[config.mk]
export PLATFORM = sky130hd
export DESIGN_NAME = pc_event_encoder
export DESIGN_NICKNAME = d
export VERILOG_FILES = /design/src/hdl/pc_prof_pkg.sv /design/src/hdl/pc_event_encoder.sv
export SDC_FILE = /design/constraint.sdc
export NUM_CORES = 1
export LEC_CHECK = 0
export BUFFER_PORTS_ARGS = -buffer_cell sky130_fd_sc_hd__buf_2
export CAP_MARGIN = 20
export CORE_ASPECT_RATIO = 0.6
export CORE_MARGIN = 5
export CORE_UTILIZATION = 40
export DETAILED_ROUTE_END_ITERATION = 10
export PLACE_DENSITY = 0.67
export SLEW_MARGIN = 25
export SYNTH_ARGS = -nofsm -noshare
export SYNTH_HDL_FRONTEND = slang
export SYNTH_SLANG_ARGS = --single-unit
[constraint.sdc]
create_clock -name clk_i -period 13.07 [get_ports clk_i]
set_input_delay 1.307 -clock clk_i [delete_from_list [all_inputs] [get_ports clk_i]]
set_output_delay 1.307 -clock clk_i [all_outputs]
set_load 0.05 [all_outputs]
[src/hdl/pc_prof_pkg.sv]
package pc_prof_pkg;

  localparam int class_width_c = 3;
  localparam int num_classes_c = 8;
  localparam int max_bin_bits_c = 8;

  // cycle classes, listed in priority order.
  typedef enum logic [class_width_c-1:0] {
    cls_instr,
    cls_fp_instr,
    cls_flush,
    cls_icache_miss,
    cls_stall_depend,
    cls_stall_remote,
    cls_stall_barrier,
    cls_unknown
  } pc_class_e;

  typedef struct packed {
    logic [31:0] exe_pc;
    logic [31:0] fp_pc;             // pc of the op in the fp execute stage.
    logic        instr_valid;
    logic        fp_issue;
    logic        stall_all;
    logic        flush;
    logic        icache_miss;
    logic        stall_depend;
    logic        stall_remote;
    logic        stall_barrier;
    logic [1:0]  spare;             // tied to zero by the core.
  } core_status_s;

  typedef struct packed {
    logic                      valid;
    logic                      in_range;
    pc_class_e                 cls;
    logic [max_bin_bits_c-1:0] bin;
  } hist_event_s;

  typedef struct packed {
    logic        enable;
    logic [31:0] pc_base;
    logic [4:0]  bin_shift;
    logic        clear_req;         // single cycle pulse.
  } prof_cfg_s;

  // word address as seen by the register file.
  typedef struct packed {
    logic       region;
    logic [6:0] pad;
    logic [3:0] reg_idx;
  } pc_prof_csr_addr_s;

  // word address as seen by the counter array.
  typedef struct packed {
    logic                      region;
    logic [max_bin_bits_c-1:0] bin;
    pc_class_e                 cls;
  } pc_prof_cnt_addr_s;

  // region 0 is registers, region 1 is counters.
  typedef union packed {
    pc_prof_csr_addr_s csr;
    pc_prof_cnt_addr_s counter;
  } pc_prof_addr_u;

  localparam logic [3:0] reg_ctrl_c      = 4'd0;
  localparam logic [3:0] reg_status_c    = 4'd1;
  localparam logic [3:0] reg_pc_base_c   = 4'd2;
  localparam logic [3:0] reg_bin_shift_c = 4'd3;
  localparam logic [3:0] reg_oor_count_c = 4'd4;

endpackage

[src/hdl/pc_event_encoder.sv]
module pc_event_encoder #(
  parameter int num_bins_p = 64
) (
  input  logic                      clk_i,
  input  logic                      reset_i,
  input  pc_prof_pkg::core_status_s status_i,
  input  logic                      enable_i,
  input  logic [31:0]               pc_base_i,
  input  logic [4:0]                bin_shift_i,
  output pc_prof_pkg::hist_event_s  event_o
);

  localparam logic [31:0] num_bins_lp = num_bins_p;
  localparam logic [31:0] bin_mask_lp = num_bins_p - 1;

  pc_prof_pkg::core_status_s status_r;
  logic                      enable_r;

  pc_prof_pkg::pc_class_e    cls_n;
  logic [31:0]               pc_sel;
  logic [31:0]               offset;
  logic [31:0]               shifted;
  logic [pc_prof_pkg::max_bin_bits_c-1:0] bin_n;

  logic                      valid_r;
  logic                      in_range_r;
  pc_prof_pkg::pc_class_e    cls_r;
  logic [pc_prof_pkg::max_bin_bits_c-1:0] bin_r;

  always_ff @(posedge clk_i) begin
    status_r <= status_i;
  end

  always_ff @(posedge clk_i) begin
    if (reset_i) begin
      enable_r <= 1'b0;
      valid_r  <= 1'b0;
    end else begin
      enable_r <= enable_i;
      valid_r  <= enable_r;               // valid follows the enable seen with the status.
    end
  end

  // the first match in priority order wins.
  always_comb begin
    cls_n  = pc_prof_pkg::cls_unknown;
    pc_sel = status_r.exe_pc;
    if (status_r.instr_valid && !status_r.stall_all) begin
      cls_n = pc_prof_pkg::cls_instr;
    end else if (status_r.fp_issue && !status_r.stall_all) begin
      cls_n  = pc_prof_pkg::cls_fp_instr;
      pc_sel = status_r.fp_pc;            // fp ops are charged to their own pc.
    end else if (status_r.flush) begin
      cls_n = pc_prof_pkg::cls_flush;
    end else if (status_r.icache_miss) begin
      cls_n = pc_prof_pkg::cls_icache_miss;
    end else if (status_r.stall_depend) begin
      cls_n = pc_prof_pkg::cls_stall_depend;
    end else if (status_r.stall_remote) begin
      cls_n = pc_prof_pkg::cls_stall_remote;
    end else if (status_r.stall_barrier) begin
      cls_n = pc_prof_pkg::cls_stall_barrier;
    end
  end

  assign offset  = pc_sel - pc_base_i;    // wraps for pcs below the base.
  assign shifted = offset >> bin_shift_i;
  assign bin_n   = shifted[pc_prof_pkg::max_bin_bits_c-1:0]
                 & bin_mask_lp[pc_prof_pkg::max_bin_bits_c-1:0];

  always_ff @(posedge clk_i) begin
    in_range_r <= (shifted < num_bins_lp);
    cls_r      <= cls_n;
    bin_r      <= bin_n;
  end

  assign event_o = '{valid: valid_r, in_range: in_range_r, cls: cls_r, bin: bin_r};

endmodule

---- After elaboration in Yosys (flattened, before gate mapping) ----
Index checks and enable logic that the tools add are counted.
word-level totals
  register bits ........................... 84
  word-level logic and storage cells ...... 33
  input port bits ......................... 114
  output and inout port bits .............. 13
operators by class
  reductions and logical operators ........ 5
  shift operators ......................... 1
  multiplexer cells ....................... 8
  add/subtract/negate cells ............... 1
  magnitude comparators ................... 1
operators by type and width
  operator                                                                        number
  32-bit two-way mux                                                              2
  32-bit by 7-bit less-than comparator with 1-bit output (second input constant)  1
  32-bit by 5-bit right shift with 32-bit output                                  1
  32-bit subtractor                                                               1
  2-bit two-way mux                                                               4
  4-bit OR reduction                                                              1
  1-bit logical AND                                                               2
  1-bit two-way mux                                                               2
  2-bit OR reduction                                                              1
  1-bit logical NOT                                                               1

---- Logic depth before layout (Yosys ltp) ----
  word-level depth ........................ 7
  mapped depth ............................ 19
  depth with buffers taken out ............ 18

---- Least setup slack after synthesis ----
Ideal clock, no wire load.
  path kind ............................... reg-to-reg
  start ................................... register status_r[7] (netlist bit)
  end ..................................... register in_range_r
  stages on the path, launching flop included .. 20
  data required time ...................... 12984 ps
  arrival time ............................ 4514 ps
  period minus slack after synthesis ...... 4599 ps
  buffers on the path ..................... 1
  library setup time ...................... 86 ps
  setup slack ............................. 8471 ps
  cells stage by stage .................... dfxtp_1 -> nand2b_1 -> nor2_1 -> clkbuf_1 -> mux2i_1 -> ha_1 -> inv_1 -> fa_1 -> a21o_1 -> a221oi_4 -> or2_2 -> and3_4 -> nor3_2 -> or2_1 -> mux4_2 -> nor3_1 -> o21ai_1 -> a2111oi_2 -> a41oi_1 -> a211oi_1
between the ends
  word-level cells in the longest chain between the ends .. 7
  elaborated cells on any way between the ends .. 8
  classes of those cells .................. add/sub: 1; order compare: 1; shift: 1; mux: 2; reduce/logical: 3
ends and longest elaborated chain
  what                                                      line                                            RTL
  start: declaration                                        pc_event_encoder.sv:16                          pc_prof_pkg::core_status_s status_r;
  start signal: assignment                                  pc_event_encoder.sv:31                          status_r <= status_i;
  1-bit logical NOT *                                       pc_event_encoder.sv:48, pc_event_encoder.sv:50
  1-bit logical AND                                         pc_event_encoder.sv:50                          end else if (status_r.fp_issue && !status_r.stall_all) begin
  32-bit two-way mux                                        pc_event_encoder.sv:50
  32-bit two-way mux *                                      pc_event_encoder.sv:48                          if (status_r.instr_valid && !status_r.stall_all) begin
  32-bit subtractor *                                       pc_event_encoder.sv:66                          assign offset = pc_sel - pc_base_i;
  32-bit by 5-bit right shift with 32-bit output *          pc_event_encoder.sv:67                          assign shifted = offset >> bin_shift_i;
  32-bit by 7-bit less-than comparator with 1-bit output *  pc_event_encoder.sv:72                          in_range_r <= (shifted < num_bins_lp);
  end signal: assignment                                    pc_event_encoder.sv:72
  end: declaration                                          pc_event_encoder.sv:26                          logic in_range_r;
Every way passes the cells marked *; elsewhere a longest branch is shown, timed or not.
A chain may end at the register's enable or synchronous reset.

---- Final worst setup path ----
Same ends and word-level chain as after synthesis.

==> flow_summary.yaml <==
final_layout:
  syn2layout_area_growth_pct: 15.44
  antennaDiodeCount: 0
  drive_gt1_frac: 0.2264
  nFillCells: 1581
  stdcell_count: 1082
  final_common_cell: "buf_2"
  layout_common_cells: "122 x buf_2, 84 x dfxtp_1, 76 x nor2_1"
  nNetsFinal: 1020
grt:
  grt_antenna_before_repair: 0
  grt-ovfl-total: 0
  grt_use_total: 0.1979
  grt_first_pass_wirelength_mm: 29.60
  grt_max_degree: 58
  grt_pass1_vias: 5783
timing:
  tightestPinTransition_ns: 1.138
  rsz0062_at_grt: "no"
  setup_viol: 0
  finClkSkew_ns: 0.01237
  max_freq_ghz: 0.1767
  hold_viol_final: 0
  final.period_utilization: 0.4331
  tns_ns: 0
  slew_viol_final: 0
  slew_headroom: 0.2371
  period_needed_ns: 5.661
clock_tree:
  cts_max_level: 3
  cts_tree: "built"
  cts-buffers-inserted: 9
  root_buffer: "clkbuf_16"
  clkSinkCount: 84
  cts_hold_buf: 0
  clk_pin_slew_ns: 0.08
  clock_latency_ns: 0.35
  post_cts_resized: 0
  clock_path_buffers: 2
  cts_setup_buffers: 0
critical_path:
  crit_top_cell: "a211oi_1"
  worstPathMaxFanout: 32
  reg2reg_from: "status_r[7]"
  crit_path_top_delay_cell: "nor2_4"
  cp-end-kind: "flip-flop"
  crit_type: "reg -> reg"
  startpoint_type: "flip-flop"
  cp-startpoint: "status_r[7]"
  crit_buf_inv: 0
  crit_required_ns: 13.34
  crit_chain: "nand2b_1 -> nor2_4 -> mux2_2 -> ha_1 -> a21oi_1 -> o22ai_1 -> a211oi_1 -> nand4_1 -> nand3_1 -> and3b_1 -> o21ai_0 -> o32ai_1 -> o21ai_1 -> a2111oi_2 -> a41oi_1 -> a211oi_1"
  cp.arrival_ns: 5.94
  crit_family: "compound AO/OA/AOI/OAI gates"
  slowest_delay_ns: 0.74
drt:
  first_iter_violations: 736
  drt_pass1_iterations: 5
  drt_wl_total_mm: 18.23
  vias: 6237
  ant_nets: 0
  vias_per_cell: 5.764
  wl_per_cell_um: 16.85
  drc: 0
logic_synthesis:
  synth_edf_count: 0
  ys_async_sr_fraction: 0
  synth_cell_type_count: 89
  ys_seq_elements: 84
  ys_seq_area_frac: 0.2682
  synthesis.area_um2: 6271
  yosys_warnings: 0
  avgSynthCellArea_um2: 7.918
  synthCells: 792
  yosys_most_used_dff: "dfxtp_1"
floorplanning:
  dieArea_um2: 18360
  die_h_um: 107.0
  num_rows: 35
  core_um2: 15370
  die_x_um: 171.6
  io_pins: 127
  initial_core_util: 0.4080
placement:
  place_inst: 1066
  numPortBuffers: 122
  dpl.hpwl_mm: 14.19
  gp_congestion: 0.9499
status:
  status: "completed"
pwr:
  switchingPower_uw: 340.8
  peakVddDrop_mv: 0.05615
  p_comb_frac: 0.380
  p_leak_uw: 0.003071
  power_uw: 892.8
  p_int_uw: 552.0
  power_density_nw_per_um2: 123.3
  clockPowerShare: 0.310
  sw_frac_of_total: 0.3817
  seqPwrFrac: 0.309
worst_hold_path:
  hp-class: "reg -> reg"
  hold_start: "enable_r"
run:
  cap_viol_max_count: 0
-- Yosys cell counts, types with 6 or more instances --
master | count | area share
nand2_1 | 64 | 0.038
a22oi_1 | 6 | 0.0072
nor3_1 | 26 | 0.021
o21a_1 | 11 | 0.013
a21oi_1 | 60 | 0.048
ha_1 | 31 | 0.062
nor2b_1 | 9 | 0.0090
clkbuf_1 | 36 | 0.022
o31ai_1 | 7 | 0.0084
buf_2 | 7 | 0.0056
o21ai_0 | 48 | 0.038
nor2_1 | 77 | 0.046
mux2_2 | 33 | 0.059
xnor2_1 | 10 | 0.014
o211ai_1 | 14 | 0.017
a21o_1 | 15 | 0.018
dfxtp_1 | 84 | 0.27
a211oi_1 | 22 | 0.026
mux2i_1 | 8 | 0.013
inv_1 | 43 | 0.026
nand3_1 | 16 | 0.013
nand4_1 | 13 | 0.013
a31oi_1 | 11 | 0.011
-- power by group through the flow --
stage / Combinational, uW / Clock [uW] / Sequential (uW)
2_1_floorplan: 234 / 0 / 297
3_3_place_gp: 328 / 0 / 282
3_5_place_dp: 330 / 0 / 283
4_1_cts: 332 / 284 / 277
5_1_grt: 373 / 296 / 278
6_report: 340 / 277 / 276
-- kinds of logic (layout without fill, tap and decap cells) --
family | after synthesis | in the layout | share of synthesized area
and+or+nand+nor | 251 | 251 | 0.1971
other | 1 | 2 | 0.0005980
DFF | 84 | 84 | 0.2682
muxes | 46 | 46 | 0.08999
adders and majority gates | 32 | 32 | 0.06504
buffers and inverters | 98 | 184 | 0.06365
xor gates and xnor gates | 14 | 14 | 0.02075
AOI/OAI and AO/OA | 266 | 266 | 0.2947
-- worst paths after layout --
path	depth (start not counted)	endpoint	slack [ns]
min	1	valid_r	0.45
max	16	in_range_r	7.41
min reg2reg	1	valid_r	0.45
max reg2reg	16	in_range_r	7.41
-- worst reg2reg max path: cells and delay by family, from the launching register on --
kind                       cells  cell delay (ns)
AOI/OAI and AO/OA              9             2.56
adders and majority gates      1             0.44
DFF                            1             0.32
muxes                          1             0.44
and+or+nand+nor                5             1.81
-- routing by layer --
| metal | share of wire | vias up | track usage |
|---|---|---|---|
| li1 | - | 3114 | - |
| met5 | 0 | - | 0 |
| met2 | 0.38 | 283 | 0.2657 |
| met4 | 0.0076 | 0 | 0.03505 |
| met1 | 0.50 | 2826 | 0.3192 |
| met3 | 0.10 | 14 | 0.04127 |
-- state kept, by name (all words and copies together) (netlist names) --
| signal | flops |
|---|---|
| enable_r | 1 |
| cls_r | 3 |
| in_range_r | 1 |
| valid_r | 1 |
| bin_r | 6 |
| status_r | 72 |
-- through the flow --
stage	cell area [um2]	hold slack [ns]	util	setup WS (ns)
global placement	6924	0.4285	0.4505	7.514
detailed placement	6924	0.4384	0.4505	7.490
global route	7239	0.4597	0.4710	6.856
floorplan	6275	0.4138	-	8.471
finish	7239	0.4478	0.4710	7.409
CTS	7239	0.4512	0.4710	7.486
-- final cells by class --
class	count	area [um2]	area share
clock inverters	7	90.09	0.01244
well taps	203	254.0	0.03508
inverters	45	168.9	0.02333
clock buffers	9	225.2	0.03111
flip-flops and latches	84	1682	0.2323
repair buffers	123	618.1	0.08538
multi-input cells	611	4202	0.5804
No activity file was read; power rests on OpenSTA's default activity.
