$ cat src/hdl/pc_prof_pkg.sv
package pc_prof_pkg;

  localparam int class_width_c = 3;
  localparam int num_classes_c = 8;
  localparam int max_bin_bits_c = 8;

  // cycle classes, listed in priority order.
  typedef enum logic [class_width_c-1:0] {
    cls_instr,
    cls_fp_instr,
    cls_flush,
    cls_icache_miss,
    cls_stall_depend,
    cls_stall_remote,
    cls_stall_barrier,
    cls_unknown
  } pc_class_e;

  typedef struct packed {
    logic [31:0] exe_pc;
    logic [31:0] fp_pc;             // pc of the op in the fp execute stage.
    logic        instr_valid;
    logic        fp_issue;
    logic        stall_all;
    logic        flush;
    logic        icache_miss;
    logic        stall_depend;
    logic        stall_remote;
    logic        stall_barrier;
    logic [1:0]  spare;             // tied to zero by the core.
  } core_status_s;

  typedef struct packed {
    logic                      valid;
    logic                      in_range;
    pc_class_e                 cls;
    logic [max_bin_bits_c-1:0] bin;
  } hist_event_s;

  typedef struct packed {
    logic        enable;
    logic [31:0] pc_base;
    logic [4:0]  bin_shift;
    logic        clear_req;         // single cycle pulse.
  } prof_cfg_s;

  // word address as seen by the register file.
  typedef struct packed {
    logic       region;
    logic [6:0] pad;
    logic [3:0] reg_idx;
  } pc_prof_csr_addr_s;

  // word address as seen by the counter array.
  typedef struct packed {
    logic                      region;
    logic [max_bin_bits_c-1:0] bin;
    pc_class_e                 cls;
  } pc_prof_cnt_addr_s;

  // region 0 is registers, region 1 is counters.
  typedef union packed {
    pc_prof_csr_addr_s csr;
    pc_prof_cnt_addr_s counter;
  } pc_prof_addr_u;

  localparam logic [3:0] reg_ctrl_c      = 4'd0;
  localparam logic [3:0] reg_status_c    = 4'd1;
  localparam logic [3:0] reg_pc_base_c   = 4'd2;
  localparam logic [3:0] reg_bin_shift_c = 4'd3;
  localparam logic [3:0] reg_oor_count_c = 4'd4;

endpackage

$ cat src/hdl/pc_prof_csr.sv
module pc_prof_csr (
  input  logic                       clk_i,
  input  logic                       reset_i,
  input  logic [13:0]                awaddr_i,
  input  logic                       awvalid_i,
  output logic                       awready_o,
  input  logic [31:0]                wdata_i,
  input  logic                       wvalid_i,
  output logic                       wready_o,
  output logic                       bvalid_o,
  output logic [1:0]                 bresp_o,
  input  logic                       bready_i,
  input  logic [13:0]                araddr_i,
  input  logic                       arvalid_i,
  output logic                       arready_o,
  output logic                       rvalid_o,
  output logic [31:0]                rdata_o,
  output logic [1:0]                 rresp_o,
  input  logic                       rready_i,
  output pc_prof_pkg::prof_cfg_s     cfg_o,
  input  logic                       clear_busy_i,
  input  logic [31:0]                oor_count_i,
  output logic                       rd_en_o,
  output pc_prof_pkg::pc_prof_addr_u rd_addr_o,
  input  logic [31:0]                rd_data_i
);

  pc_prof_pkg::pc_prof_addr_u aw_addr_r;
  pc_prof_pkg::pc_prof_addr_u ar_addr_r;
  logic [31:0] wdata_r;
  logic        aw_full_r;
  logic        w_full_r;
  logic        bvalid_r;

  logic        ar_pending_r;
  logic        cnt_wait_r;
  logic        rvalid_r;
  logic [31:0] rdata_r;
  logic [31:0] reg_rdata;
  logic        wr_reg_hit;

  logic        enable_r;
  logic [31:0] pc_base_r;
  logic [4:0]  bin_shift_r;
  logic        clear_req_r;

  assign awready_o = !aw_full_r && !bvalid_r;
  assign wready_o  = !w_full_r && !bvalid_r;
  assign arready_o = !ar_pending_r && !cnt_wait_r && !rvalid_r;

  assign wr_reg_hit = !aw_addr_r.csr.region && (aw_addr_r.csr.pad == '0);

  always_ff @(posedge clk_i) begin
    if (awvalid_i && awready_o) begin
      aw_addr_r <= awaddr_i[13:2];
    end
    if (wvalid_i && wready_o) begin
      wdata_r <= wdata_i;
    end
  end

  always_ff @(posedge clk_i) begin
    if (reset_i) begin
      aw_full_r   <= 1'b0;
      w_full_r    <= 1'b0;
      bvalid_r    <= 1'b0;
      enable_r    <= 1'b0;
      pc_base_r   <= '0;
      bin_shift_r <= '0;
      clear_req_r <= 1'b0;
    end else begin
      clear_req_r <= 1'b0;
      if (awvalid_i && awready_o) begin
        aw_full_r <= 1'b1;
      end
      if (wvalid_i && wready_o) begin
        w_full_r <= 1'b1;
      end
      if (aw_full_r && w_full_r) begin
        aw_full_r <= 1'b0;
        w_full_r  <= 1'b0;
        bvalid_r  <= 1'b1;
        if (wr_reg_hit) begin
          case (aw_addr_r.csr.reg_idx)
            pc_prof_pkg::reg_ctrl_c: begin
              enable_r    <= wdata_r[0];
              clear_req_r <= wdata_r[1];
            end
            pc_prof_pkg::reg_pc_base_c:   pc_base_r   <= wdata_r;
            pc_prof_pkg::reg_bin_shift_c: bin_shift_r <= wdata_r[4:0];
            default: ;                    // read only or unmapped.
          endcase
        end
      end
      if (bvalid_r && bready_i) begin
        bvalid_r <= 1'b0;
      end
    end
  end

  always_comb begin
    reg_rdata = '0;
    if (ar_addr_r.csr.pad == '0) begin
      case (ar_addr_r.csr.reg_idx)
        pc_prof_pkg::reg_ctrl_c:      reg_rdata = {31'b0, enable_r};
        pc_prof_pkg::reg_status_c:    reg_rdata = {31'b0, clear_busy_i};
        pc_prof_pkg::reg_pc_base_c:   reg_rdata = pc_base_r;
        pc_prof_pkg::reg_bin_shift_c: reg_rdata = {27'b0, bin_shift_r};
        pc_prof_pkg::reg_oor_count_c: reg_rdata = oor_count_i;
        default:                      reg_rdata = '0;
      endcase
    end
  end

  // counter reads spend one extra cycle in cnt_wait for the ram.
  always_ff @(posedge clk_i) begin
    if (reset_i) begin
      ar_pending_r <= 1'b0;
      cnt_wait_r   <= 1'b0;
      rvalid_r     <= 1'b0;
    end else begin
      if (arvalid_i && arready_o) begin
        ar_pending_r <= 1'b1;
      end
      if (ar_pending_r) begin
        ar_pending_r <= 1'b0;
        if (ar_addr_r.csr.region) begin
          cnt_wait_r <= 1'b1;
        end else begin
          rvalid_r <= 1'b1;
        end
      end
      if (cnt_wait_r) begin
        cnt_wait_r <= 1'b0;
        rvalid_r   <= 1'b1;
      end
      if (rvalid_r && rready_i) begin
        rvalid_r <= 1'b0;
      end
    end
  end

  always_ff @(posedge clk_i) begin
    if (arvalid_i && arready_o) begin
      ar_addr_r <= araddr_i[13:2];
    end
    if (ar_pending_r && !ar_addr_r.csr.region) begin
      rdata_r <= reg_rdata;
    end else if (cnt_wait_r) begin
      rdata_r <= rd_data_i;
    end
  end

  assign rd_en_o   = ar_pending_r && ar_addr_r.counter.region;
  assign rd_addr_o = ar_addr_r;

  assign bvalid_o = bvalid_r;
  assign bresp_o  = 2'b00;
  assign rvalid_o = rvalid_r;
  assign rdata_o  = rdata_r;
  assign rresp_o  = 2'b00;

  assign cfg_o = '{enable: enable_r, pc_base: pc_base_r, bin_shift: bin_shift_r,
                   clear_req: clear_req_r};

endmodule

$ cat config.mk
export PLATFORM = sky130hd
export DESIGN_NAME = pc_prof_csr
export DESIGN_NICKNAME = d
export VERILOG_FILES = /design/src/hdl/pc_prof_pkg.sv /design/src/hdl/pc_prof_csr.sv
export SDC_FILE = /design/constraint.sdc
export NUM_CORES = 1
export LEC_CHECK = 0
export BUFFER_PORTS_ARGS = -buffer_cell sky130_fd_sc_hd__buf_2
export CORE_UTILIZATION = 43
export DETAILED_ROUTE_END_ITERATION = 10
export PLACE_DENSITY = 0.75
export SLEW_MARGIN = 40
export SYNTH_ARGS = -nofsm -noshare
export SYNTH_HDL_FRONTEND = slang
export SYNTH_SLANG_ARGS = --single-unit
$ cat constraint.sdc
create_clock -name clk_i -period 1.9 [get_ports clk_i]
set_input_delay 0.19 -clock clk_i [delete_from_list [all_inputs] [get_ports clk_i]]
set_output_delay 0.19 -clock clk_i [all_outputs]
set_load 0.02 [all_outputs]
# After elaboration in Yosys (flattened, before gate mapping)

Cells that the tools add are included.

Register bits: 133
Input bits: 132
Output and inout bits: 93
Word-level logic and storage cells: 71

Equality and inequality tests: 7
Mux-type cells: 9
Bitwise logic cells: 4
Reduce and logical (&&, ||, !) cells: 37

Operators with widths:

| cell                                                 | count |
|---|---|
| one-hot mux 32 bit (5 select lines)                  | 1 |
| 2-to-1 mux 32 bit                                    | 3 |
| equality test 4 x 2 -> 1 bit (second input constant) | 4 |
| logical NOT 7 bit                                    | 2 |
| logical AND 1 bit                                    | 13 |
| AND reduction 3 bit                                  | 3 |
| logical NOT 1 bit                                    | 8 |
| logical NOT 4 bit                                    | 2 |
| OR reduction 2 bit                                   | 4 |
| 2-to-1 mux 1 bit                                     | 5 |
| equality test 4 x 1 -> 1 bit (second input constant) | 1 |
| equality test 4 x 3 -> 1 bit (second input constant) | 1 |
| inverter 1 bit                                       | 4 |
| nonzero test 2 bit                                   | 2 |
| OR reduction 4 bit                                   | 1 |
| OR reduction 3 bit                                   | 1 |
| != test 2 x 1 -> 1 bit (second input constant)       | 1 |
| AND reduction 2 bit                                  | 1 |

# Depth between registers and ports, before layout

Depth in word-level cells: 5
Depth in mapped cells: 6
Depth with buffers taken out: 4

# Least setup slack after synthesis

Ideal clock, no wire load.

Path kind: register to register
From: register bvalid_r, in the netlist bvalid_o
To: register wdata_r[0] (enable)
Library setup time: 393 ps
Arrival: 1624 ps
Required time: 1507 ps
Slack: -117 ps
Cell stages (with the launch flop): 3
Buffers on the path: 0
Period minus slack after synthesis: 2017 ps
Cells stage by stage: dfxtp_1 -> nor2_1 -> and2_1

Cells in the longest elaborated chain, start to end: 3

RTL lines:

| item                   | RTL line          | RTL |
|---|---|---|
| from (decl)            | pc_prof_csr.sv:33 | `logic bvalid_r;` |
| from (signal assigned) | pc_prof_csr.sv:66 | `bvalid_r <= 1'b0;` |
| from (signal assigned) | pc_prof_csr.sv:82 | `bvalid_r <= 1'b1;` |
| from (signal assigned) | pc_prof_csr.sv:96 | `bvalid_r <= 1'b0;` |
| logical NOT 1 bit      | pc_prof_csr.sv:48 | `assign wready_o = !w_full_r && !bvalid_r;` |
| logical AND 1 bit      | pc_prof_csr.sv:48 |  |
| via wready_o           | pc_prof_csr.sv:9  | `output logic wready_o,` |
| logical AND 1 bit      | pc_prof_csr.sv:57 | `if (wvalid_i && wready_o) begin` |
| to (signal assigned)   | pc_prof_csr.sv:58 | `wdata_r <= wdata_i;` |
| to (decl)              | pc_prof_csr.sv:30 | `logic [31:0] wdata_r;` |

The timed path passes the listed nets, and every way through them passes these cells.
A chain may end at the register's enable or synchronous reset.

# Final worst setup path

From: register aw_addr_r[9] in the netlist's numbering
To: register pc_base_r[20]

Cells in the longest elaborated chain, start to end: 3

RTL lines:

| item                          | RTL line          | RTL |
|---|---|---|
| from (decl)                   | pc_prof_csr.sv:28 | `pc_prof_pkg::pc_prof_addr_u aw_addr_r;` |
| from (signal assigned)        | pc_prof_csr.sv:55 | `aw_addr_r <= awaddr_i[13:2];` |
| logical NOT 7 bit             | pc_prof_csr.sv:51 | `assign wr_reg_hit = !aw_addr_r.csr.region && (aw_addr_r.csr.pad == '0);` |
| logical AND 1 bit             | pc_prof_csr.sv:51 |  |
| AND reduction 3 bit (no line) | -                 |  |
| to (signal assigned)          | pc_prof_csr.sv:89 | `pc_prof_pkg::reg_pc_base_c: pc_base_r <= wdata_r;` |
| to (decl)                     | pc_prof_csr.sv:43 | `logic [31:0] pc_base_r;` |

Every way passes these cells.

==> results.cfg <==
[run_status]
status = complete, but fails checks
violations = DRC, setup timing

[min_path]
hp-class = in2reg
min-delay-start = arvalid_i

[clock_tree]
cts_buffers = 17
cts_max_level = 4
worstSkewPairLatency_ps = 400
cts_root_buffer = clkbuf_16
clock-sinks = 133
cts.clk_slew.worst_paths_ps = 60
cts_tree = yes
clock_path_buffers = 2

[power_and_ir_drop]
internal_power_mw = 5.86
p_leak_nw = 3.19
power_density_mw_per_mm2 = 968
clkPwrFrac_pct = 47.1
swShare_pct = 21.4
share_seq_of_total_power_pct = 44.5
vdd_drop_max_mv = 0.460
switchingPower_mw = 1.59
power_frac_comb_pct = 8.4

[cells_and_area]
mostFrequentLayoutCells = buf_2 (216), edfxtp_1 (88), dlygate4sd3_1 (56)
drive_above_1_share_pct = 40.5
layout.cells.non_filler = 825
regArea_mm2 = 0.00354
n_fill_cell = 834
fin_nets = 801
fin_area_mm2 = 0.00769
num_antenna_cells = 0
mostFrequentLayoutCell = buf_2
flow.area_growth_from_synthesis_pct = 50.6
multi_input_area_mm2 = 0.00145

[floorplan]
dieHeight_um = 111
ios = 225
dieArea_mm2 = 0.0123
die_w_um = 111
start_util_pct = 44.4
core_area_mm2 = 0.0115
std_cell_rows = 39

[worst_setup_path]
ff2ff_setup_slack_ps = -70
cp_top_family = simple AND/OR/NAND/NOR gates
crit_path_cell_trace = or4_4 > nor4_4 > buf_6 > clkbuf_16 > mux2i_1 > nor2_1
max_stage_delay_ps = 580
cp.arrival_ps = 2230
regToRegStartpoint = aw_addr_r[9]
critPathRequiredTime_ps = 2170
crit_buf_inv = 2
path_class = reg2reg
crit_slowest_cell = or4_4
startpoint_type = flip-flop
cp-end-kind = flip-flop
startpoint = aw_addr_r[9]
critPathMaxFanout = 8

[global_routing]
grt_overflow = 0
antenna_found_initial = 0
grt_pass1_wl_mm = 21.2
grt.total_usage_pct = 22.4
grt_max_degree = 34
grt_pass1_vias = 4241

[drt]
drc = 32
routedWlPerCell_um = 16.8
drt-vias-per-instance = 5.04
final_antenna_net_count = 0
drtPass1Iterations = 9
drt-initial-drc-count = 238
vias = 4161
wl_mm = 13.8

[timing]
relSlewSlack_pct = 64.4
setup_slack_ps = -65.2
setup_tns_ps = -521
fin_hold_ws_ps = 33.0
timing.fmax_ghz = 0.509
worstMarginPinSlew_ps = 534
maxSlewViolCount = 0
timing.final.crit_share_pct = 103
hold_viol = 0
skew_ps = 6.38
grt_setup_unrepaired = true
setup_viol = 25
min_period_ps = 1970

[place]
portBuffers = 216
place_ws_ps = -61.7
dp_hpwl_mm = 8.88
post-place-cells = 733
place_area_mm2 = 0.00641
place.gp.congestion = 0.808

[yosys]
synth_area_leaders = edfxtp_1 (52%), dfxtp_1 (18%), mux2i_1 (7.4%)
ys_ff_latch = 133
netlist_instances = 386
syn_area_per_cell_um2 = 13.2
yosysTopAreaCell = edfxtp_1
synth_warnings = 0
yosysUniqueCellTypes = 35
ys_seq_area_share_pct = 69.3
netlist.area_leader.share_pct = 51.7
syn-cell-area_mm2 = 0.00511

[run]
drv_cap = 0
## power by group through the flow
stage,Combinational (mW),Sequential [mW],Clock [mW]
after global routing,0.677,3.32,3.70
after detailed placement,0.530,3.37,0
after CTS,0.621,3.31,3.56
final,0.625,3.31,3.51
after floorplan,0.198,3.43,0
after global placement,0.517,3.36,0
## synthesized netlist by cell type, drive strengths merged
cell type,n
nand4b,1
mux2,2
nor4,4
or4bb,1
mux2i,38
a22oi,27
or3,2
nor4bb,1
nor3,3
edfxtp,88
nand2,35
conb,1
nand4,1
and3,1
a221oi,1
or4,3
nor3b,1
nand2b,2
buf,10
nor2,45
nor4b,2
o211a,1
or2,1
a21oi,6
inv,3
clkbuf,19
and2,4
o21ai,33
a22o,5
dfxtp,45
## what timing repair did
| item | CTS | global route |
|---|---|---|
| setup buffers | 0 | 2 |
| pin swaps | 0 | 5 |
| endpoints found under the setup margin | 21 | 43 |
| gates resized for setup | 0 | 10 |
| cloned | 0 | 2 |
| endpoints found under the hold margin | 56 | 0 |
| hold buffers | 56 | 0 |
## cell families after synthesis
group	Yosys count	synth area share, %
mux	40	7.88
flops	133	69.3
compound gates	73	9.01
other cells	1	0.0734
simple gates	107	10.3
buf+inv	32	3.38
## path summary, 6_finish.rpt
kind,to,cells after the start
max,pc_base_r[20],6
min,ar_pending_r,2
max reg2reg,pc_base_r[20],6
min reg2reg,cnt_wait_r,1
## metal layers
layer / global-route usage [%] / up-vias / wire [µm]
met5: 0 / - / 0
met4: 7.93 / 0 / 256
met3: 6.23 / 22 / 880
met2: 39.5 / 202 / 7110
met1: 26.2 / 1957 / 5590
li1: - / 1980 / -
## per-stage QoR
stage	total power, mW	util [%]
after floorplan	3.62	-
after global placement	3.88	55.7
after detailed placement	3.90	55.7
after CTS	7.49	66.1
after global routing	7.70	66.8
final	7.45	66.8
## final cells by class
| type | instances | area share (%) |
|---|---|---|
| inverter | 3 | 0.146 |
| tap | 143 | 2.33 |
| clock inverter | 15 | 2.73 |
| clock buffer | 17 | 5.53 |
| sequential | 133 | 46.1 |
| timing repair buffer | 290 | 24.3 |
| multi-input combinational | 224 | 18.9 |
## flip-flops by register name (all words and copies together) (netlist names), 5 cells and up
signal       count
wdata_r         32
rd_addr_o       12
aw_addr_r       12
rdata_o         32
bin_shift_r      5
pc_base_r       32
No activity file was read; power rests on OpenSTA's default activity.
